## config.mk

```make
export PLATFORM = sky130hd
export DESIGN_NAME = dirty_dump_engine
export DESIGN_NICKNAME = d
export VERILOG_FILES = /design/src/data_mem_pkg.sv /design/src/dirty_dump_engine.sv
export SDC_FILE = /design/constraint.sdc
export NUM_CORES = 1
export LEC_CHECK = 0
export ABC_AREA = 1
export ABC_CLOCK_PERIOD_IN_PS = 1500
export BUFFER_PORTS_ARGS = -buffer_cell sky130_fd_sc_hd__buf_2
export CAP_MARGIN = 10
export CORE_MARGIN = 1
export CORE_UTILIZATION = 30
export DETAILED_ROUTE_END_ITERATION = 16
export GPL_TIMING_DRIVEN = 0
export HOLD_SLACK_MARGIN = 0.08
export PLACE_DENSITY = 0.65
export SLEW_MARGIN = 20
export SYNTH_ARGS = -nofsm -noshare
export SYNTH_HDL_FRONTEND = slang
export SYNTH_SLANG_ARGS = --single-unit
export TNS_END_PERCENT = 100
```

## constraint.sdc

```tcl
create_clock -name i_clk -period 1.5 [get_ports i_clk]
set_input_delay 0.15 -clock i_clk [delete_from_list [all_inputs] [get_ports i_clk]]
set_output_delay 0.15 -clock i_clk [all_outputs]
set_load 0.05 [all_outputs]
```

## src/data_mem_pkg.sv

```systemverilog
`default_nettype none

package data_mem_pkg;

  //////////////////////////////////////////////////
  // Memory geometry.
  //////////////////////////////////////////////////

  localparam int MEM_DEPTH = 256;               // 32-bit words in the RAM.
  localparam int WORD_W    = 32;                // Data width.
  localparam int BE_W      = WORD_W / 8;        // One enable per byte lane.
  localparam int WADDR_W   = $clog2(MEM_DEPTH); // Word address.
  localparam int BADDR_W   = WADDR_W + 2;       // Byte address seen by the core.

  // A clear sweep zeroes one word per cycle.
  localparam int SWEEP_CYCLES = MEM_DEPTH;

  //////////////////////////////////////////////////
  // Vector types.
  //////////////////////////////////////////////////

  typedef logic [WORD_W-1:0]  word_t;     // Data word.
  typedef logic [WADDR_W-1:0] waddr_t;    // Word address.
  typedef logic [BADDR_W-1:0] baddr_t;    // Byte address.
  typedef logic [BE_W-1:0]    be_t;       // Byte-lane enables.
  typedef logic [1:0]         mem_size_t; // Access size code.

  // Access size codes as the MIPS core sends them.
  localparam mem_size_t SIZE_BYTE = 2'd0; // lb / sb.
  localparam mem_size_t SIZE_HALF = 2'd1; // lh / sh.
  localparam mem_size_t SIZE_WORD = 2'd2; // lw / sw.

endpackage

`default_nettype wire

```

## src/dirty_dump_engine.sv

```systemverilog
`timescale 1ns/100ps
`default_nettype none

module dirty_dump_engine (
  input  logic                 i_clk,
  input  logic                 i_rst,
  input  logic                 i_start,      // Pulse from the debug unit.
  input  logic                 i_clear_busy,
  input  logic                 i_scan_dirty,
  input  data_mem_pkg::word_t  i_rdata,
  output data_mem_pkg::waddr_t o_scan_addr,  // Probe and RAM read address.
  output logic                 o_rd,
  output logic                 o_busy,
  output logic                 o_valid,
  output data_mem_pkg::waddr_t o_addr,
  output data_mem_pkg::word_t  o_data,
  output logic                 o_done
);

  typedef enum logic [1:0] {
    ST_IDLE,
    ST_SCAN,
    ST_FINISH
  } dump_st_t;

  dump_st_t             state;
  data_mem_pkg::waddr_t scan_addr;   // Next word to probe.
  logic                 scan_last;
  logic                 rd_q;        // Read issued last cycle.
  data_mem_pkg::waddr_t addr_q;      // Its address.

  assign scan_last = (scan_addr == data_mem_pkg::waddr_t'(data_mem_pkg::MEM_DEPTH - 1));

  //////////////////////////////////////////////////
  // Scan FSM.
  //////////////////////////////////////////////////

  always_ff @(posedge i_clk) begin
    if (i_rst) begin
      state     <= ST_IDLE;
      scan_addr <= '0;
    end else begin
      case (state)
        ST_IDLE: begin
          if (i_start && !i_clear_busy) begin // Start is ignored during a sweep.
            state     <= ST_SCAN;
            scan_addr <= '0;
          end
        end
        ST_SCAN: begin
          if (i_clear_busy) begin
            state <= ST_IDLE;                 // Memory is being wiped, abort.
          end else if (scan_last) begin
            state <= ST_FINISH;               // Last read still in flight.
          end else begin
            scan_addr <= scan_addr + 1'b1;
          end
        end
        ST_FINISH: state <= ST_IDLE;
        default:   state <= ST_IDLE;
      endcase
    end
  end

  // Read only the words marked dirty.
  assign o_rd        = (state == ST_SCAN) & i_scan_dirty & ~i_clear_busy;
  assign o_scan_addr = scan_addr;

  //////////////////////////////////////////////////
  // Output pipeline.
  //////////////////////////////////////////////////

  always_ff @(posedge i_clk) begin
    if (i_rst) begin
      rd_q <= 1'b0;
    end else begin
      rd_q <= o_rd;                  // Lines up with the RAM read latency.
    end
  end

  always_ff @(posedge i_clk) begin
    addr_q <= scan_addr;             // Address travels with its read.
  end

  assign o_valid = rd_q;
  assign o_addr  = addr_q;
  assign o_data  = i_rdata;          // Registered inside the RAM.
  assign o_busy  = (state != ST_IDLE);
  assign o_done  = (state == ST_FINISH); // Same cycle as the last valid, if any.

endmodule

`default_nettype wire

```

==> flow_metrics.py <==
metrics = {
    "sta": {
        "min_period_ps": 1400,
        "finalHoldViolations": 0,
        "fmax_mhz": 717,
        "worst_slack_ps": 105,
        "period_share_pct": 93.0,
        "slew_viol_final": 0,
        "setup_viol": 0,
        "worst_slew_pin_slew_ps": 314,
        "rsz0062_at_grt": "no",
        "setup-tns-final_ps": 0,
        "skew_ps": 4.40,
        "maxSlewHeadroom_pct": 79.1,
    },
    "setup_path": {
        "cp.depth": 5,
        "critPathCapture": "o_rd",
        "cp_slowest_cell": "dfxtp_2",
        "critPathMaxFanout": 5,
        "rr_worst_depth": 8,
        "critical_path_class": "register to output port",
        "startpoint": "state[0]",
        "crit_required_ps": 1350,
        "start_kind": "register",
        "rrSetupSlack_ps": 190,
        "critical-path-top-delay-family": "flip-flops",
        "path_cells": "inv_1 > nor2_2 > nand2_2 > nor2_1 > buf_6",
        "critPathBufInv": 2,
        "r2r-start": "o_scan_addr[1]",
        "slowest_delay_ps": 380,
        "endpoint_kind": "output port",
        "timing.rr.end": "o_scan_addr[5]",
        "arrival_ps": 1250,
    },
    "floorplanning": {
        "die_w_um": 61.3,
        "die_area_um2": 3760,
        "initial_utilization_pct": 31.4,
        "core-area_um2": 3360,
        "die_h_um": 61.3,
        "num_rows": 21,
        "boundaryPins": 89,
    },
    "clocking": {
        "htreeDepth": 1,
        "ctsHoldBuffers": 0,
        "clockBufferDepth": 2,
        "cts-root-buf": "clkbuf_4",
        "cts_setup_buffers": 0,
        "clkSlewWorstSetupHoldPaths_ps": 110,
        "clock_latency_ps": 300,
        "clock-sinks": 19,
        "cts_tree": "done",
        "postCtsResizedCells": 1,
        "cts_made_buffers": 3,
    },
    "routing": {
        "drt-vias-per-instance": 4.19,
        "routed_wirelength_um": 2110,
        "drt_iter0_drc": 29,
        "routed-via-count": 1039,
        "drc": 0,
        "antenna_left": 0,
        "first_pass_iters": 4,
        "wl_per_cell_um": 8.50,
    },
    "yosys": {
        "syn_avg_cell_area_um2": 7.38,
        "yosys_warnings": 0,
        "synth_seq_area_share_pct": 36.1,
        "synth_top_area_cell": "dfxtp_1",
        "ys_seq_elements": 19,
        "synth_cells": 143,
        "ys_top_cells_by_area": "dfxtp_1, buf_4, nand2_1",
        "synth_nets": 181,
        "synthesis.area_um2": 1050,
        "synth_top_cell_area_share_pct": 36.1,
        "synth_cell_types": 17,
    },
    "place": {
        "dp_hpwl_um": 1620,
        "numPortBuffers": 55,
        "placed_area_um2": 1390,
        "place_ws_ps": 92.3,
        "gp_congestion": 0.827,
    },
    "flow_run": {
        "maxCapViolations": 0,
    },
    "power": {
        "vdd.ir_drop.worst_mv": 0.247,
        "p_leak_uw": 0.000740,
        "p_total_uw": 1110,
        "p_per_area_nw_per_um2": 765,
    },
    "global_route": {
        "grt_pass1_vias": 696,
        "antenna_found_initial": 0,
        "grt_pass1_wl_um": 3000,
        "grt_max_degree": 12,
        "grt_use_total_pct": 10.8,
        "overflow": 0,
    },
    "status": {
        "status": "finished clean",
    },
    "finish": {
        "final_util_pct": 43.0,
        "drive_gt1_share_pct": 53.0,
        "final_net_count": 241,
        "area_growth_pct": 37.0,
        "final_area_um2": 1450,
        "diodes": 0,
    },
    "worst_hold_path": {
        "holdCritPathClass": "input port to register",
    },
}
where the power goes:
part	leakage [uW]	total [uW]	internal (uW)	switching, uW
logic	0.000567	332	99.5	233
clock network	0.0000177	260	99.4	161
registers	0.000155	513	508	4.98
sequential cells by signal (all words and copies together), names as in the netlist:
signal       flops
state            2
o_valid          1
o_scan_addr      8
o_addr           8
Yosys cell counts:
cell and instances:
dfxtp_1 19, ha_1 1, o21ai_0 3, nand3_2 1, nand2_4 1, clkbuf_2 1
a21oi_1 7, nand3_1 14, nand2_1 27, buf_4 32, nor2_4 3, nand4_1 1
nand2_2 3, nor3_1 2, inv_1 14, nor2_1 13, inv_2 1
how the worst min path moves through the flow:
stage	from	endpoint	slack, ps	cells after the start
global placement	o_scan_addr[1]	o_addr[1]	390	0
floorplan	i_scan_dirty	o_valid	290	2
CTS	i_scan_dirty	o_valid	80	3
finish	i_scan_dirty	o_valid	90	3
detailed placement	o_scan_addr[1]	o_addr[1]	390	0
global route	i_scan_dirty	o_valid	100	3
cell type report:
| type | count | area [um2] |
|---|---|---|
| fillers | 383 | 1920 |
| multi-input cells | 76 | 390 |
| flip-flops and latches | 19 | 387 |
| repair buffers | 55 | 282 |
| plain buffers | 33 | 245 |
| well taps | 46 | 57.6 |
| inverters | 15 | 56.3 |
| clock buffers | 3 | 22.5 |
| clock inverters | 1 | 5.00 |
cell usage in the layout, fill, tap and decap left out:
cell type	instances
ha_4	1
clkbuf_2	1
clkinv_2	1
nand3_1	14
nor2_2	1
nor3_1	2
nand2_2	4
dfxtp_1	16
nand4_1	1
nor2_1	12
inv_1	14
buf_4	32
dfxtp_4	1
dfxtp_2	2
clkbuf_4	3
buf_2	54
nand3_2	1
nor2_4	3
a21oi_1	7
nand2_1	26
buf_6	1
o21ai_0	3
inv_2	1
nand2_4	1
worst reg2reg max path, stage by stage, from the launching register on:
cell     delay, ps
dfxtp_2        410
ha_4           180
nand2_2         80
nor2_4         110
nand2_2         90
nand2_4        130
inv_2           80
nand2_1         80
a21oi_1         60
metal layers:
layer | vias up | part of all wire, % | track usage (%)
li1 | 533 | - | -
met1 | 446 | 46 | 13.9
met2 | 56 | 44 | 17.7
met3 | 4 | 7.9 | 1.89
met4 | 0 | 1.5 | 4.87
met5 | - | 0 | 0
logic make-up after synthesis:
kind of cell | after synthesis | share of synthesized area [%]
adder cells (fa/ha/maj) | 1 | 1.19
buffers and inverters | 48 | 28.6
AO/OA/AOI/OAI | 10 | 4.74
flip-flops | 19 | 36.1
AND/OR/NAND/NOR | 65 | 29.4
metrics by stage:
| step | hold slack [ps] | std cells |
|---|---|---|
| finish | 86.0 | 248 |
| global route | 95.2 | 248 |
| CTS | 80.3 | 248 |
| detailed placement | 389 | 244 |
| global placement | 388 | 244 |
| floorplan | 293 | 143 |
(Power assumes the default switching activity.)
