File: src/data_mem_pkg.sv
`default_nettype none

package data_mem_pkg;

  //////////////////////////////////////////////////
  // Memory geometry.
  //////////////////////////////////////////////////

  localparam int MEM_DEPTH = 256;               // 32-bit words in the RAM.
  localparam int WORD_W    = 32;                // Data width.
  localparam int BE_W      = WORD_W / 8;        // One enable per byte lane.
  localparam int WADDR_W   = $clog2(MEM_DEPTH); // Word address.
  localparam int BADDR_W   = WADDR_W + 2;       // Byte address seen by the core.

  // A clear sweep zeroes one word per cycle.
  localparam int SWEEP_CYCLES = MEM_DEPTH;

  //////////////////////////////////////////////////
  // Vector types.
  //////////////////////////////////////////////////

  typedef logic [WORD_W-1:0]  word_t;     // Data word.
  typedef logic [WADDR_W-1:0] waddr_t;    // Word address.
  typedef logic [BADDR_W-1:0] baddr_t;    // Byte address.
  typedef logic [BE_W-1:0]    be_t;       // Byte-lane enables.
  typedef logic [1:0]         mem_size_t; // Access size code.

  // Access size codes as the MIPS core sends them.
  localparam mem_size_t SIZE_BYTE = 2'd0; // lb / sb.
  localparam mem_size_t SIZE_HALF = 2'd1; // lh / sh.
  localparam mem_size_t SIZE_WORD = 2'd2; // lw / sw.

endpackage

`default_nettype wire

File: src/dirty_bit_tracker.sv
`timescale 1ns/100ps
`default_nettype none

module dirty_bit_tracker (
  input  logic                 i_clk,
  input  logic                 i_clear,      // High for the whole sweep.
  input  logic                 i_set,        // Write reached the RAM.
  input  data_mem_pkg::waddr_t i_set_addr,
  input  data_mem_pkg::waddr_t i_scan_addr,  // Dump engine probe.
  output logic                 o_scan_dirty
);

  //////////////////////////////////////////////////
  // Dirty array.
  //////////////////////////////////////////////////

  // One bit per RAM word.
  logic [data_mem_pkg::MEM_DEPTH-1:0] dirty;

  // Clear wins over a set in the same cycle.
  always_ff @(posedge i_clk) begin
    if (i_clear) begin
      dirty <= '0;                       // Whole array at once.
    end else if (i_set) begin
      dirty[i_set_addr] <= 1'b1;         // Sticky until the next sweep.
    end
  end

  // Combinational probe for the dump scan.
  assign o_scan_dirty = dirty[i_scan_addr];

endmodule

`default_nettype wire

File: config.mk
export PLATFORM = sky130hd
export DESIGN_NAME = dirty_bit_tracker
export DESIGN_NICKNAME = d
export VERILOG_FILES = /design/src/data_mem_pkg.sv /design/src/dirty_bit_tracker.sv
export SDC_FILE = /design/constraint.sdc
export NUM_CORES = 1
export LEC_CHECK = 0
export BUFFER_PORTS_ARGS = -buffer_cell sky130_fd_sc_hd__buf_2
export CAP_MARGIN = 30
export CORE_UTILIZATION = 30
export DETAILED_ROUTE_END_ITERATION = 10
export GPL_TIMING_DRIVEN = 0
export HOLD_SLACK_MARGIN = 0.02
export MAX_ROUTING_LAYER = met4
export PLACE_DENSITY_LB_ADDON = 0.1
export SETUP_SLACK_MARGIN = 0.4
export SLEW_MARGIN = 20
export SYNTH_ARGS = -nofsm -noshare
export SYNTH_HDL_FRONTEND = slang
export SYNTH_SLANG_ARGS = --single-unit
File: constraint.sdc
create_clock -name i_clk -period 2.1 [get_ports i_clk]
set_input_delay 0.105 -clock i_clk [delete_from_list [all_inputs] [get_ports i_clk]]
set_output_delay 0.105 -clock i_clk [all_outputs]
set_load 0.01 [all_outputs]
==> reports/qor.yml, run 1 <==
crit_path_frequent_cell: "buf_2"
fillers: 3511
synth_common_cells: "nor2_1, a21oi_1, dfxtp_1"
cts_setup_buffers: 0
via_per_inst: 5.20
die_y_um: 186
grt_pass1_vias: 8250
rows: 67
finalSetupViolations: 1
firstDrtPassIters: 4
coreArea_um2: 33500
grt_max_degree: 15
root_buffer: "clkbuf_16"
fp.dieW_um: 186
syn-cell-area_um2: 10200
violations: "negative setup slack"
rsz0062_at_grt: "true"
initial_utilization: 0.304
antenna_cells_inserted: 0
finalHoldViolations: 0
path_max_fanout: 10
ios: 20
report.final.slew_viol_count: 0
cts_tree: "built"
port_buffers: 14
finalNetCount: 1200
htree_levels: 1
cp_cell_sequence: "buf_2 > buf_2 > nand3_1 > buf_2 > o22ai_1 > nor3_1 > a32oi_1 > a32o_2 > o41a_1 > buf_2"
dr_total_vias: 8578
maxCapViolCount: 0
regMostFlops: "dirty"
cp_slowest_stage_delay_ps: 450
drtIter0Drc: 582
syn_inst: 1120
reg2reg_from: "dirty[46]$_SDFFE_PP0P_"
largest_reg_flops: 256
die_area_um2: 34700
required_ps: 2000
hpwl_um: 25600
syn_avg_cell_area_um2: 9.11
setup_tns_ps: -595
power.density_nw_per_um2: 882
wl_um: 38000
wl_per_cell_um: 23.0
worst_pin_slew_ps: 943
startpoint_type: "input pin"
cts.clk_slew.worst_paths_ps: 60
yosysWarnings: 0
cts_made_buffers: 30
antenna_found_initial: 0
layout_setup_ws_ps: -595
fin_area_um2: 12000
skew_ps: 0
clk_latency_ps: 560
synth_nets: 1139
total_leakage_power_uw: 0.00445
synth.most_common_cell: "nor2_1"
crit_type: "input pin to output pin"
synth_area_leader_cell: "dfxtp_1"
crit_path_start: "i_scan_addr[3]"
dp_slack_ps: -921
hp-class: "input pin to register"
ant_nets: 0
hold_start: "i_set_addr[2]"
async_reset_ff_frac: 0
ys_ff_latch: 256
slowest_stage: "o41a_1"
drc: 0
drive_above_1_share: 0.129
grt_util_all_layers: 0.224
ys_types: 45
grt_remaining_overflow: 0
synth_ff_type: "dfxtp_1"
ys_seq_area_frac: 0.502
yosys-top-cells-area: "dfxtp_1, a21oi_1, nor2_1, mux2i_1, mux4_2"
worstSetupEndpointType: "output pin"
synth_edf_count: 0
slew_headroom: 0.367
status: "finished, violations left"
reg2reg_slack_ps: 1470
critPathArrivalTime_ps: 2590
synth_top_area_share: 0.502
power_uw: 10600
grt_pass1_wl_um: 56000
placed_cell_area_um2: 11000
peakVddDrop_mv: 0.568
cts_sinks: 256
fin_crit_sh: 1.28
max-clock-path-buffers: 3
syn_to_final_growth_pct: 18.1
gp_congestion: 0.809
min_period_ps: 2700
fmaxAchievable_mhz: 371
reg_top3: "dirty (256)"
## layout by cell type (no fill, tap or decap), types with 8 or more instances in the layout
cell         n
dfxtp_1    255
a221oi_1     8
clkbuf_8    10
nor3_1      14
clkbuf_2    12
clkbuf_16   31
mux4_2      28
buf_6       12
nand2b_1     8
mux2i_1     68
o22ai_1     27
clkbuf_1    61
a21oi_1    257
buf_2       24
and2_0      10
nand2_1      9
nor2_1     282
## area by class of cell
class	instances	area (um2)	share of cell area
plain buffers	90	483	0.0401
clock buffers	50	947	0.0786
clock inverters	4	20.0	0.00166
inverters	2	11.3	0.000935
multi-input cells	772	4670	0.388
flip-flops and latches	256	5130	0.425
well taps	448	561	0.0465
repair buffers	29	226	0.0188
## worst paths after layout
kind                              to  cells after the start
max                     o_scan_dirty                     10
min          dirty[225]$_SDFFE_PP0P_                      4
max reg2reg   dirty[46]$_SDFFE_PP0P_                      2
min reg2reg  dirty[145]$_SDFFE_PP0P_                      2
## per-layer routing
| layer | GRT usage | wire (um) | up-vias |
|---|---|---|---|
| met1 | 0.315 | 18700 | 4242 |
| met4 | 0.0645 | 840 | 0 |
| met2 | 0.335 | 16600 | 228 |
| met5 | - | 0 | - |
| met3 | 0.0288 | 1750 | 59 |
| li1 | - | - | 4049 |
## report_power, final
part	switching, uW	leakage, uW	total (uW)	internal [uW]
combinational	472	0.00191	653	181
sequential	5.55	0.00206	4870	4870
clock	2070	0.000480	5100	3030
## through the flow
| stage | cells | hold slack [ps] | util |
|---|---|---|---|
| 2_1_floorplan | 1120 | 343 | - |
| 3_3_place_gp | 1582 | 444 | 0.323 |
| 3_5_place_dp | 1593 | 450 | 0.327 |
| 4_1_cts | 1649 | 21.8 | 0.358 |
| 5_1_grt | 1651 | 72.8 | 0.359 |
| 6_report | 1651 | 23.6 | 0.359 |
## worst max-delay path: cells and delay by family
kind	cells	cell delay, ps
AOI/OAI and AO/OA	4	1060
buffers and inverters	4	930
and+or+nand+nor	2	470
## logic make-up (layout without fill, tap and decap cells)
group           count (synthesis)  after routing  share of synthesized area
compound gates                316            316                      0.167
buf+inv                        92            175                     0.0456
flops                         256            256                      0.502
mux                           102            102                      0.140
simple gates                  354            354                      0.145
## timing repair
item	4_1_cts	5_1_grt
cloned	0	0
gates resized for setup	22	19
hold buffers	2	0
pin swaps	4	2
endpoints found under the setup margin	65	51
endpoints found under the hold margin	18	0
Power figures use the tool's default switching activity.
==> inputs of run 2 (changes only) <==
CORE_UTILIZATION = 45   (was 30)
==> run 2 against run 1 <==
Compared with the run above:
- count of clock-buffer cells in the layout decreased by 7
- power decreased by 2.1%
- global-route usage increased by 7.5 points
- final area decreased by 2.7%
- critical path depth decreased by 2
- routed wire length decreased by 12%
- sequential power about the same
- the run still ends with negative setup slack left
- worst setup slack got worse by 24 ps
==> reports/qor.yml, run 2 (synthesis results as in run 1) <==
status: "finished, violations left"
violations: "negative setup slack"
final_cell_mix: "nor2_1, a21oi_1, dfxtp_1"
largest_reg_flops: 256
wl_per_cell_um: 22.7
fin_cells: 1479
critPathArrivalTime_ps: 2610
grt_util_all_layers: 0.299
hp-class: "input pin to register"
clk_latency_ps: 540
peakVddDrop_mv: 0.639
worstSetupEndpointType: "output pin"
grt_remaining_overflow: 0
power.density_nw_per_um2: 887
drive_above_1_share: 0.116
die_area_um2: 23300
rows: 54
wl_um: 33600
firstDrtPassIters: 8
cts_made_buffers: 29
reg_top3: "dirty (256)"
root_buffer: "clkbuf_16"
required_ps: 2000
cp_slowest_stage_delay_ps: 500
drc: 0
cts_sinks: 256
cts_setup_buffers: 0
maxCapViolCount: 0
setup_tns_ps: -620
slew_headroom: 0.445
die_y_um: 153
path_max_fanout: 2
finalNetCount: 1198
regMostFlops: "dirty"
finalSetupViolations: 1
port_buffers: 14
cts_tree: "built"
finalHoldViolations: 0
crit_type: "register to output pin"
placed_cell_area_um2: 10700
layout_commonest_cell: "nor2_1"
min_period_ps: 2720
htree_levels: 1
fin_crit_sh: 1.30
grt_max_degree: 15
gp_congestion: 0.893
grt_pass1_vias: 8268
worst_pin_slew_ps: 826
antenna_found_initial: 0
total_leakage_power_uw: 0.00440
via_per_inst: 5.92
skew_ps: 0
max-clock-path-buffers: 3
drtIter0Drc: 787
reg2reg_slack_ps: 960
cp_cell_sequence: "mux4_2 > mux2i_2 > a22oi_1 > and4_4 > o31ai_4 > nand4_1 > o41a_1 > buf_2"
ios: 20
report.final.slew_viol_count: 0
dp.cells: 1419
rsz0062_at_grt: "true"
startpoint_type: "register"
slowest_stage: "mux4_2"
antenna_cells_inserted: 0
syn_to_final_growth_pct: 14.9
fin_util: 0.532
cts.clk_slew.worst_paths_ps: 60
fp.dieW_um: 153
fmaxAchievable_mhz: 368
grt_pass1_wl_um: 51200
dr_total_vias: 8762
hpwl_um: 22000
fin_area_um2: 11700
coreArea_um2: 22000
ant_nets: 0
layout_setup_ws_ps: -620
initial_utilization: 0.463
[run 2: changes by cell type in the layout (fill, tap and decap cells not counted), moves of 2 or more]
| cell | before | now |
|---|---|---|
| bufinv_16 | 0 | 2 |
| and2_1 | 7 | 2 |
| clkbuf_2 | 12 | 14 |
| clkbuf_16 | 31 | 29 |
| clkbuf_8 | 10 | 5 |
| buf_6 | 12 | 10 |
| buf_8 | 4 | 0 |
| and2_0 | 10 | 15 |
| dlygate4sd3_1 | 2 | 8 |
| clkbuf_1 | 61 | 59 |
[run 2: critical path: cells and delay by family, from the launching register on]
family / cells / cell delay [ps]
AOI/OAI and AO/OA: 3 / 520
buffers and inverters: 1 / 150
DFF: 1 / 310
muxes: 2 / 730
and+or+nand+nor: 2 / 350
[run 2: area by class of cell]
cell class                 instances  area (um2)
clock inverter                     8        93.8
timing repair buffer              28         199
clock buffer                      43         828
tap                              280         350
buffer                            90         478
inverter                           2        7.51
sequential                       256        5130
fill                            2069       10300
multi-input combinational        772        4640
[run 2: what timing repair did]
item / 4_1_cts / 5_1_grt
pin swaps: 4 / 2
setup endpoints to repair: 79 / 64
gates resized for setup: 14 / 18
hold endpoints to repair: 21 / 0
hold buffers: 8 / 0
[run 2: worst paths after layout]
check,depth (start not counted),start,to
setup / recovery,8,dirty[251]$_SDFFE_PP0P_,o_scan_dirty
hold / removal,4,i_set_addr[2],dirty[225]$_SDFFE_PP0P_
setup reg to reg,3,dirty[244]$_SDFFE_PP0P_,dirty[244]$_SDFFE_PP0P_
hold reg to reg,2,dirty[239]$_SDFFE_PP0P_,dirty[239]$_SDFFE_PP0P_
[run 2: through the flow]
step                hold slack (ps)  setup WS, ps  power (uW)
floorplan                       343           352        5340
detailed placement              447          -779        5570
CTS                            25.1          -661       10400
global route                   66.9          -690       10700
finish                         33.0          -620       10400
global placement                440          -744        5570
[run 2: report_power, final]
part           internal, uW  switching, uW  leakage (uW)
clock network          2950           1960      0.000456
logic                   176            441       0.00188
registers              4870           5.67       0.00206
total                  7990           2410       0.00440
[run 2: layer usage]
layer / wire length, um / global-route usage / vias to the layer above
li1: - / - / 4039
met1: 15400 / 0.417 / 4292
met2: 14600 / 0.454 / 361
met3: 2670 / 0.0432 / 70
met4: 918 / 0.0837 / 0
met5: 0 / - / -
