`src/data_mem_pkg.sv`:
```
`default_nettype none

package data_mem_pkg;

  //////////////////////////////////////////////////
  // Memory geometry.
  //////////////////////////////////////////////////

  localparam int MEM_DEPTH = 256;               // 32-bit words in the RAM.
  localparam int WORD_W    = 32;                // Data width.
  localparam int BE_W      = WORD_W / 8;        // One enable per byte lane.
  localparam int WADDR_W   = $clog2(MEM_DEPTH); // Word address.
  localparam int BADDR_W   = WADDR_W + 2;       // Byte address seen by the core.

  // A clear sweep zeroes one word per cycle.
  localparam int SWEEP_CYCLES = MEM_DEPTH;

  //////////////////////////////////////////////////
  // Vector types.
  //////////////////////////////////////////////////

  typedef logic [WORD_W-1:0]  word_t;     // Data word.
  typedef logic [WADDR_W-1:0] waddr_t;    // Word address.
  typedef logic [BADDR_W-1:0] baddr_t;    // Byte address.
  typedef logic [BE_W-1:0]    be_t;       // Byte-lane enables.
  typedef logic [1:0]         mem_size_t; // Access size code.

  // Access size codes as the MIPS core sends them.
  localparam mem_size_t SIZE_BYTE = 2'd0; // lb / sb.
  localparam mem_size_t SIZE_HALF = 2'd1; // lh / sh.
  localparam mem_size_t SIZE_WORD = 2'd2; // lw / sw.

endpackage

`default_nettype wire

```
`src/mem_req_stage.sv`:
```
`timescale 1ns/100ps
`default_nettype none

module mem_req_stage (
  input  logic                    i_clk,
  input  logic                    i_rst,
  input  logic                    i_block,      // Sweep or dump owns the RAM.
  input  logic                    i_mem_en,
  input  logic                    i_mem_we,
  input  data_mem_pkg::mem_size_t i_mem_size,
  input  data_mem_pkg::baddr_t    i_mem_addr,
  input  data_mem_pkg::word_t     i_mem_wdata,
  output logic                    o_req_valid,
  output logic                    o_req_we,
  output data_mem_pkg::be_t       o_req_be,
  output data_mem_pkg::waddr_t    o_req_waddr,
  output data_mem_pkg::word_t     o_req_wdata,
  output logic                    o_misaligned
);

  logic                accept;    // Request taken this cycle.
  logic                mis;       // Address does not fit the size.
  data_mem_pkg::be_t   be_dec;    // Lane enables before registering.
  data_mem_pkg::word_t wdata_rep; // Store data copied to every lane.

  assign accept = i_mem_en & ~i_block;

  //////////////////////////////////////////////////
  // Size and alignment decode.
  //////////////////////////////////////////////////

  always_comb begin
    mis       = 1'b0;
    be_dec    = '0;
    wdata_rep = i_mem_wdata;
    case (i_mem_size)
      data_mem_pkg::SIZE_BYTE: begin
        be_dec    = data_mem_pkg::be_t'(1) << i_mem_addr[1:0]; // One lane.
        wdata_rep = {4{i_mem_wdata[7:0]}};
      end
      data_mem_pkg::SIZE_HALF: begin
        mis       = i_mem_addr[0];                         // Odd halfword.
        be_dec    = i_mem_addr[1] ? 4'b1100 : 4'b0011;     // Upper or lower half.
        wdata_rep = {2{i_mem_wdata[15:0]}};
      end
      data_mem_pkg::SIZE_WORD: begin
        mis    = |i_mem_addr[1:0];                          // Not on a word boundary.
        be_dec = 4'b1111;
      end
      default: be_dec = '0; // Reserved code, nothing written.
    endcase
    if (mis) begin
      be_dec = '0;                                          // Misaligned store is dropped.
    end
  end

  //////////////////////////////////////////////////
  // Request register.
  //////////////////////////////////////////////////

  always_ff @(posedge i_clk) begin
    if (i_rst) begin
      o_req_valid  <= 1'b0;
      o_misaligned <= 1'b0;
    end else begin
      o_req_valid  <= accept;
      o_misaligned <= accept & mis; // One cycle after acceptance.
    end
  end

  // Payload follows the valid bit.
  always_ff @(posedge i_clk) begin
    o_req_we    <= i_mem_we;
    o_req_be    <= be_dec;
    o_req_waddr <= i_mem_addr[data_mem_pkg::BADDR_W-1:2]; // Word part of the address.
    o_req_wdata <= wdata_rep;
  end

endmodule

`default_nettype wire

```
`config.mk`:
```
export PLATFORM = sky130hd
export DESIGN_NAME = mem_req_stage
export DESIGN_NICKNAME = d
export VERILOG_FILES = /design/src/data_mem_pkg.sv /design/src/mem_req_stage.sv
export SDC_FILE = /design/constraint.sdc
export NUM_CORES = 1
export LEC_CHECK = 0
export BUFFER_PORTS_ARGS = -buffer_cell sky130_fd_sc_hd__buf_4
export CORE_MARGIN = 5
export CORE_UTILIZATION = 30
export CTS_BUF_LIST = sky130_fd_sc_hd__clkbuf_4
export DETAILED_ROUTE_END_ITERATION = 7
export GPL_ROUTABILITY_DRIVEN = 0
export PLACE_DENSITY = 0.69
export SLEW_MARGIN = 20
export SYNTH_ARGS = -nofsm -noshare
export SYNTH_HDL_FRONTEND = slang
export SYNTH_SLANG_ARGS = --single-unit
```
`constraint.sdc`:
```
create_clock -name i_clk -period 3.11 [get_ports i_clk]
set_input_delay 0 -clock i_clk [delete_from_list [all_inputs] [get_ports i_clk]]
set_output_delay 0 -clock i_clk [all_outputs]
set_load 0.05 [all_outputs]
```
==> metrics.csv, run 1 <==
metric,value,unit
yosysWarnings,0,
ys_types,22,
drive_gt1_share,38.2,%
ir_drop,0.000220,V
num_rows,26,
clkTransAtPathRegs,130,ps
grt_use_total,14.2,%
nNetsFinal,359,
fp.dieH,82.0,um
die_area,6720,um2
p_leak,1.36,nW
fmax,539,MHz
cts-resized-gates,0,
min_period,1860,ps
first_iter_violations,28,
via_per_inst,4.19,
cts_root_buffer,clkbuf_4,
required,3400,ps
hpwl,3180,um
yosysSeqAreaShare,60.5,%
ant_nets,0,
tritoncts,yes,
cts_max_level,2,
critPathKind,in2reg,
cellPowerDensity,497,nW/um2
setup_violations,0,
dr_total_vias,1577,
antenna_found_initial,0,
syn-num-nets,208,
maxCapViolations,0,
grt_overflow_total,0,
io_pins,96,
cts.sinks,47,
synth_area_per_cell,10.1,um2
worstHoldPathType,in2reg,
syn2layout_area_growth,87.7,%
clk_path_buf_depth,2,
wl_per_cell,12.5,um
critPathArrivalTime,2150,ps
syn_inst,154,
hold_ws,81.0,ps
critical_path.startpoint,i_mem_size[1],
crit_end,o_req_wdata[27],
drc,0,
cts_buffers,5,
drt_wl_total,4690,um
grt_setup_unrepaired,false,
synth_area,1550,um2
start_util,30.6,%
cp-end-kind,flop,
core-area,5070,um2
grt_pass1_vias,1648,
tns,0,ps
die_x,82.0,um
cp_max_fo,16,
nFillCells,454,
ys_ff_latch,47,
grt_max_degree,17,
grt_pass1_wl,7230,um
finalMaxSlewViolations,0,
crit_path_start_kind,input port,
antenna_cells,0,
synthArstFlopShare,0,%
fin_crit_sh,59.7,%
drtPass1Iterations,4,
port_buffers,95,
max_slew.worst_pin.slew,794,ps
yosys_most_used_dff,dfxtp_1,
max_slew_margin,47.0,%
synth-edff-count,0,
status,"finished, final reports clean",
hold_viol,0,
stdcell_area,2920,um2
place_area,2300,um2
## critical path, cell delays in order
cell,delay [ps]
buf_4,140
inv_1,190
ha_1,330
or2_1,660
nor2_1,90
a21oi_1,150
dlygate4sd3_1,570
## through the flow
stage | power [mW] | instances | setup slack, ps | utilization [%]
after floorplan | 0.913 | 154 | 1990 | -
after global placement | 1.05 | 314 | 1540 | 45.3
after detailed placement | 1.05 | 314 | 1440 | 45.3
after CTS | 1.47 | 376 | 1290 | 57.5
after global routing | 1.53 | 376 | 1100 | 57.5
final | 1.45 | 376 | 1250 | 57.5
## report_power, final
part	total, mW	leakage [nW]	switching, mW	internal (mW)
combinational	0.436	0.925	0.260	0.176
sequential	0.663	0.395	0.0130	0.650
clock	0.351	0.0426	0.186	0.166
## registers in the layout, summed over array words and instances, names as in the netlist
register	flops
o_req_waddr	8
o_req_valid	1
o_misaligned	1
o_req_wdata	32
o_req_we	1
o_req_be	4
## layer usage
layer  share of wire (%)  track usage, %
met1                  39            14.6
met2                  50            26.9
met3                  11            5.37
met4                0.49            2.99
met5                   0               0
## how the worst min path moves through the flow
stage                           end  cells after the start          start  slack, ps
detailed placement   o_req_waddr[4]                      1  i_mem_addr[6]        110
finish              o_req_wdata[23]                      4  i_mem_size[1]         80
global placement     o_req_waddr[5]                      1  i_mem_addr[7]        100
CTS                 o_req_wdata[23]                      4  i_mem_size[1]         80
floorplan            o_req_waddr[0]                      0  i_mem_addr[2]         30
global route        o_req_wdata[20]                      4  i_mem_size[1]        110
## kinds of logic after synthesis
family | synth area share [%]
and+or+nand+nor | 15.9
DFF | 60.5
adders and majority gates | 4.03
muxes | 2.17
AOI/OAI and AO/OA | 12.6
buffers and inverters | 4.75
## placed cells by master (no fill, tap or decap), drive strengths merged
master	synthesis	routed
buf	5	95
o211ai	1	1
a21boi	1	1
nand3b	1	1
bufinv	0	1
nand3	1	1
nand2b	1	1
inv	5	5
a21oi	19	19
dfxtp	47	47
mux2	3	3
clkinv	0	2
nor2	17	17
nor2b	3	3
o21ai	17	17
nor3b	1	1
clkbuf	0	5
or2	1	1
nand2	26	26
ha	5	5
dlygate4sd3	0	54
## what timing repair did
action	4_1_cts	5_1_grt
setup buffers	0	0
hold buffers	54	0
endpoints found under the hold margin	46	0
endpoints found under the setup margin	0	0
## area by class of cell
| type | instances | area [um2] | share of cell area [%] |
|---|---|---|---|
| timing repair buffer | 149 | 1250 | 43.0 |
| sequential | 47 | 941 | 32.3 |
| multi-input combinational | 97 | 539 | 18.5 |
| tap | 70 | 87.6 | 3.00 |
| clock inverter | 3 | 38.8 | 1.33 |
| clock buffer | 5 | 37.5 | 1.29 |
| inverter | 5 | 18.8 | 0.644 |
## synthesized netlist by cell type (2+ instances only)
cell type	instances	area [um2]
nand2_1	26	97.6
dfxtp_1	47	941
o21ai_0	17	85.1
inv_1	5	18.8
a21oi_1	19	95.1
nor2_1	6	22.5
mux2_2	3	33.8
nor2b_1	3	18.8
nor2_2	10	62.6
buf_6	2	22.5
ha_1	5	62.6
Note: power is estimated with default switching activity, not from simulation.
==> run 2, diff against run 1 <==
==> constraint.sdc (replaced) <==
create_clock -name i_clk -period 1.9 [get_ports i_clk]
set_input_delay 0 -clock i_clk [delete_from_list [all_inputs] [get_ports i_clk]]
set_output_delay 0 -clock i_clk [all_outputs]
set_load 0.05 [all_outputs]
==> metrics.csv, run 2 (synthesis gave the netlist of run 1 again) <==
metric,value,unit,change
status,"finished, final reports clean",,
cts_root_buffer,clkbuf_4,,
max_slew.worst_pin.slew,357,ps,-438 ps
cp-end-kind,flop,,
drc,0,,unchanged
stdcell_area,2900,um2,-0.51%
tns,0,ps,unchanged
fp.dieH,82.0,um,unchanged
port_buffers,95,,unchanged
clk_path_buf_depth,2,,unchanged
regMostFlops,o_req_wdata,,
p_leak,1.36,nW,-0.30%
wl_per_cell,12.8,um,+2.6%
required,2200,ps,-1200 ps
ir_drop,0.000326,V,+48%
largestRegisters,"o_req_wdata x32, o_req_waddr x8, o_req_be x4",,
post-place-cells,316,,+0.64%
fin_crit_sh,84.7,%,
fin_ws,291,ps,-963 ps
grt_pass1_vias,1689,,+2.5%
grt_setup_unrepaired,false,,
drive_gt1_share,38.4,%,+0.20 points
first_iter_violations,44,,+57%
dpl_worst_slack,498,ps,-940 ps
nNetsFinal,361,,+0.56%
hold_viol,0,,unchanged
via_per_inst,4.24,,+1.0%
drtPass1Iterations,2,,-2
use_met3,5.37,%,unchanged
grt_pass1_wl,7470,um,+3.3%
min_period,1610,ps,
met1_usage,14.8,%,+0.18 points
syn2layout_area_growth,86.7,%,
start_util,30.6,%,unchanged
fmax,622,MHz,
cp_max_fo,16,,unchanged
postLayoutCoreUtil,57.2,%,-0.30 points
setup_violations,0,,unchanged
ant_nets,0,,unchanged
finalMaxSlewViolations,0,,unchanged
max_slew_margin,76.2,%,+29 points
cts_buffers,5,,unchanged
worstHoldPathType,in2reg,,
cts_max_level,2,,unchanged
final_cells,377,,+0.27%
maxCapViolations,0,,unchanged
clkTransAtPathRegs,130,ps,about the same
io_pins,96,,unchanged
dr_total_vias,1597,,+1.3%
final_common_cell,buf_4,,
place_area,2310,um2,+0.65%
die_area,6720,um2,unchanged
largest_reg_flops,32,,unchanged
hpwl,3200,um,+0.52%
critPathArrivalTime,1910,ps,-240 ps
cts.sinks,47,,unchanged
grt_use_total,14.5,%,+0.29 points
antenna_found_initial,0,,unchanged
core-area,5070,um2,unchanged
critPathKind,in2reg,,
cellPowerDensity,768,nW/um2,+54%
layout_common_cells,"buf_4, dlygate4sd3_1, dfxtp_1, nand2_1, a21oi_1",,
grt_max_degree,17,,unchanged
die_x,82.0,um,unchanged
tritoncts,yes,,
grtUsageMet2,27.5,%,+0.57 points
top_usage_layer,met2,,
grt_overflow_total,0,,unchanged
drt_wl_total,4820,um,+2.9%
antenna_cells,0,,unchanged
crit_path_start_kind,input port,,
num_rows,26,,unchanged
[run 2: cell count changes in the layout (fill, tap and decap cells not counted), sizes merged]
cell / previous run / this run
buf: 95 / 97
bufinv: 1 / 0
[run 2: what timing repair did]
item                      in CTS  in global routing
hold buffers                  54                  0
resized for setup              0                  0
hold endpoints to repair      46                  0
setup buffers                  0                  0
[run 2: worst paths after layout]
| check | end | cells past startpoint | start | slack, ps |
|---|---|---|---|---|
| setup / recovery | o_req_wdata[30] | 7 | i_mem_size[1] | 290 |
| hold / removal | o_req_wdata[22] | 4 | i_mem_size[1] | 100 |
[run 2: critical path: stages]
cell	delay [ps]
buf_4	140
inv_1	190
ha_1	330
nand2b_2	350
o21ai_0	170
a21oi_1	170
dlygate4sd3_1	550
[run 2: metrics by stage]
step                      hold WS [ps]  power (mW)
after detailed placement           106        1.72
after global placement             105        1.72
final                             99.1        2.23
after floorplan                   27.7        1.49
after global routing               112        2.35
after CTS                         85.7        2.26
[run 2: layout make-up]
| type | instances | area (um2) |
|---|---|---|
| Multi-Input combinational cell | 97 | 539 |
| Clock inverter | 2 | 8.76 |
| Inverter | 5 | 18.8 |
| Fill cell | 485 | 2170 |
| Clock buffer | 5 | 37.5 |
| Tap cell | 70 | 87.6 |
| Timing Repair Buffer | 151 | 1270 |
| Sequential cell | 47 | 941 |
[run 2: where the power goes]
part	switching [mW]	total (mW)	leakage (nW)	internal [mW]
Combinational	0.427	0.718	0.935	0.291
Clock	0.292	0.424	0.0285	0.132
Sequential	0.0219	1.09	0.395	1.06
[run 2: metal layers]
layer	wire length (um)	part of all wire, %
met4	34	0.70
met3	465	9.6
met1	1880	39
met2	2450	51
met5	0	0
==> run 3, diff against run 2 <==
==> constraint.sdc (replaced) <==
create_clock -name i_clk -period 1.57 [get_ports i_clk]
set_input_delay 0 -clock i_clk [delete_from_list [all_inputs] [get_ports i_clk]]
set_output_delay 0 -clock i_clk [all_outputs]
set_load 0.05 [all_outputs]
==> metrics.csv, run 3 (synthesis gave the netlist of run 1 again) <==
metric,value,unit,change
io_pins,96,,unchanged
final_common_cell,buf_4,,
nFillCells,447,,-7.8%
cp_cell_sequence,buf_4 > inv_1 > ha_1 > or2_1 > buf_4 > nor2_1 > a21oi_1 > dlygate4sd3_1,,
max_slew_margin,76.2,%,about the same
die_x,82.0,um,unchanged
fin_crit_sh,88.7,%,
worstHoldStart,i_mem_size[0],,
drive_gt1_share,38.3,%,-0.17 points
dr_total_vias,1614,,+1.1%
cp-end-kind,flop,,
cts_max_level,2,,unchanged
fmax,718,MHz,
ir_drop,0.000479,V,+47%
grt_pass1_wl,7490,um,+0.19%
nNetsFinal,364,,+0.83%
min_period,1390,ps,
start_util,30.6,%,unchanged
hold_ws,120,ps,+21.1 ps
grt_use_total,14.6,%,+0.11 points
first_iter_violations,72,,+64%
num_rows,26,,unchanged
regMostFlops,o_req_wdata,,
max_slew.worst_pin.slew,356,ps,-0.664 ps
fp.dieH,82.0,um,unchanged
status,"finished, final reports clean",,
holdPathStages,4,,unchanged
die_area,6720,um2,unchanged
slowest_delay,550,ps,about the same
clk_path_buf_depth,2,,unchanged
hold_viol,0,,unchanged
crit_top_cell,buf_4,,
grt_setup_unrepaired,false,,
p_leak,1.37,nW,+1.0%
crit_path_start_kind,input port,,
cts_setup_buffers,0,,unchanged
cp_max_fo,16,,unchanged
port_buffers,95,,unchanged
critPathKind,in2reg,,
drtPass1Iterations,4,,+2
finalMaxSlewViolations,0,,unchanged
worstHoldPathType,in2reg,,
clkTransAtPathRegs,140,ps,about the same
syn2layout_area_growth,89.2,%,
cts_root_buffer,clkbuf_4,,
layout_common_cells,"buf_4, dlygate4sd3_1, dfxtp_1, nand2_1, a21oi_1",,
tns,0,ps,unchanged
via_per_inst,4.24,,about the same
cts_buffers,5,,unchanged
cellPowerDensity,931,nW/um2,+21%
seq_area,941,um2,unchanged
setup_violations,0,,unchanged
required,1830,ps,-370 ps
cp_slowest_cell,dlygate4sd3_1,,
hold_path_end,o_req_be[1],,
drt_wl_total,4880,um,+1.2%
cts.sinks,47,,unchanged
grt_max_degree,17,,unchanged
core-area,5070,um2,unchanged
antenna_found_initial,0,,unchanged
hpwl,3210,um,+0.43%
maxCapViolations,0,,unchanged
wl_per_cell,12.8,um,+0.14%
grt_pass1_vias,1717,,+1.7%
largest_reg_flops,32,,unchanged
grt_overflow_total,0,,unchanged
tritoncts,yes,,
critPathArrivalTime,1660,ps,-250 ps
ant_nets,0,,unchanged
multi_input_area,544,um2,+0.93%
antenna_cells,0,,unchanged
drc,0,,unchanged
largestRegisters,"o_req_wdata x32, o_req_waddr x8, o_req_be x4",,
[run 3: cell types whose count changed in the layout (fill, tap and decap cells not counted), sizes merged]
cell,change
dlygate4sd3,+2
buf,+1
clkinvlp,+1
[run 3: how the worst max path moves through the flow]
stage	from	cells past startpoint	to
floorplan	i_mem_size[1]	8	o_req_wdata[25]
global placement	i_mem_size[1]	6	o_req_wdata[28]
detailed placement	i_mem_size[1]	6	o_req_wdata[27]
CTS	i_mem_size[1]	7	o_req_wdata[24]
global route	i_mem_size[1]	8	o_req_wdata[30]
finish	i_mem_size[1]	8	o_req_wdata[29]
[run 3: layout make-up]
class	count	area share (%)
tap	70	2.98
clock buffer	5	1.28
multi-input combinational	97	18.5
clock inverter	3	0.511
inverter	5	0.638
sequential	47	32.0
timing repair buffer	154	44.1
[run 3: timing repair]
item,CTS,global route
endpoints found under the hold margin,46,0
endpoints found under the setup margin,0,2
hold buffers,56,0
gates resized for setup,0,1
[run 3: per-stage QoR]
| step | worst slack [ps] | power [mW] | cell area (um2) | std cells | util, % |
|---|---|---|---|---|---|
| after floorplan | 451 | 1.81 | 1550 | 154 | - |
| after global placement | 396 | 2.08 | 2320 | 317 | 45.8 |
| after detailed placement | 317 | 2.09 | 2320 | 317 | 45.8 |
| after CTS | 175 | 2.75 | 2940 | 381 | 57.8 |
| after global routing | 75.6 | 2.88 | 2940 | 381 | 57.9 |
| final | 177 | 2.74 | 2940 | 381 | 57.9 |
[run 3: per-layer routing]
layer / global-route usage [%] / vias up / routed length (um)
li1: - / 813 / -
met1: 15.2 / 715 / 1950
met2: 27.0 / 75 / 2370
met3: 4.71 / 11 / 448
met4: 5.32 / 0 / 108
met5: 0 / - / 0
[run 3: where the power goes]
part           internal (mW)  switching, mW  leakage [nW]
Sequential              1.29         0.0251         0.395
Clock                  0.165          0.380        0.0263
Combinational          0.361          0.521         0.951
Total                   1.81          0.925          1.37
[run 3: worst max-delay path: cells and delay by family]
kind | cells | cell delay, ps
buffers and inverters | 4 | 950
AND/OR/NAND/NOR | 2 | 370
adder cells (fa/ha/maj) | 1 | 270
AO/OA/AOI/OAI | 1 | 50
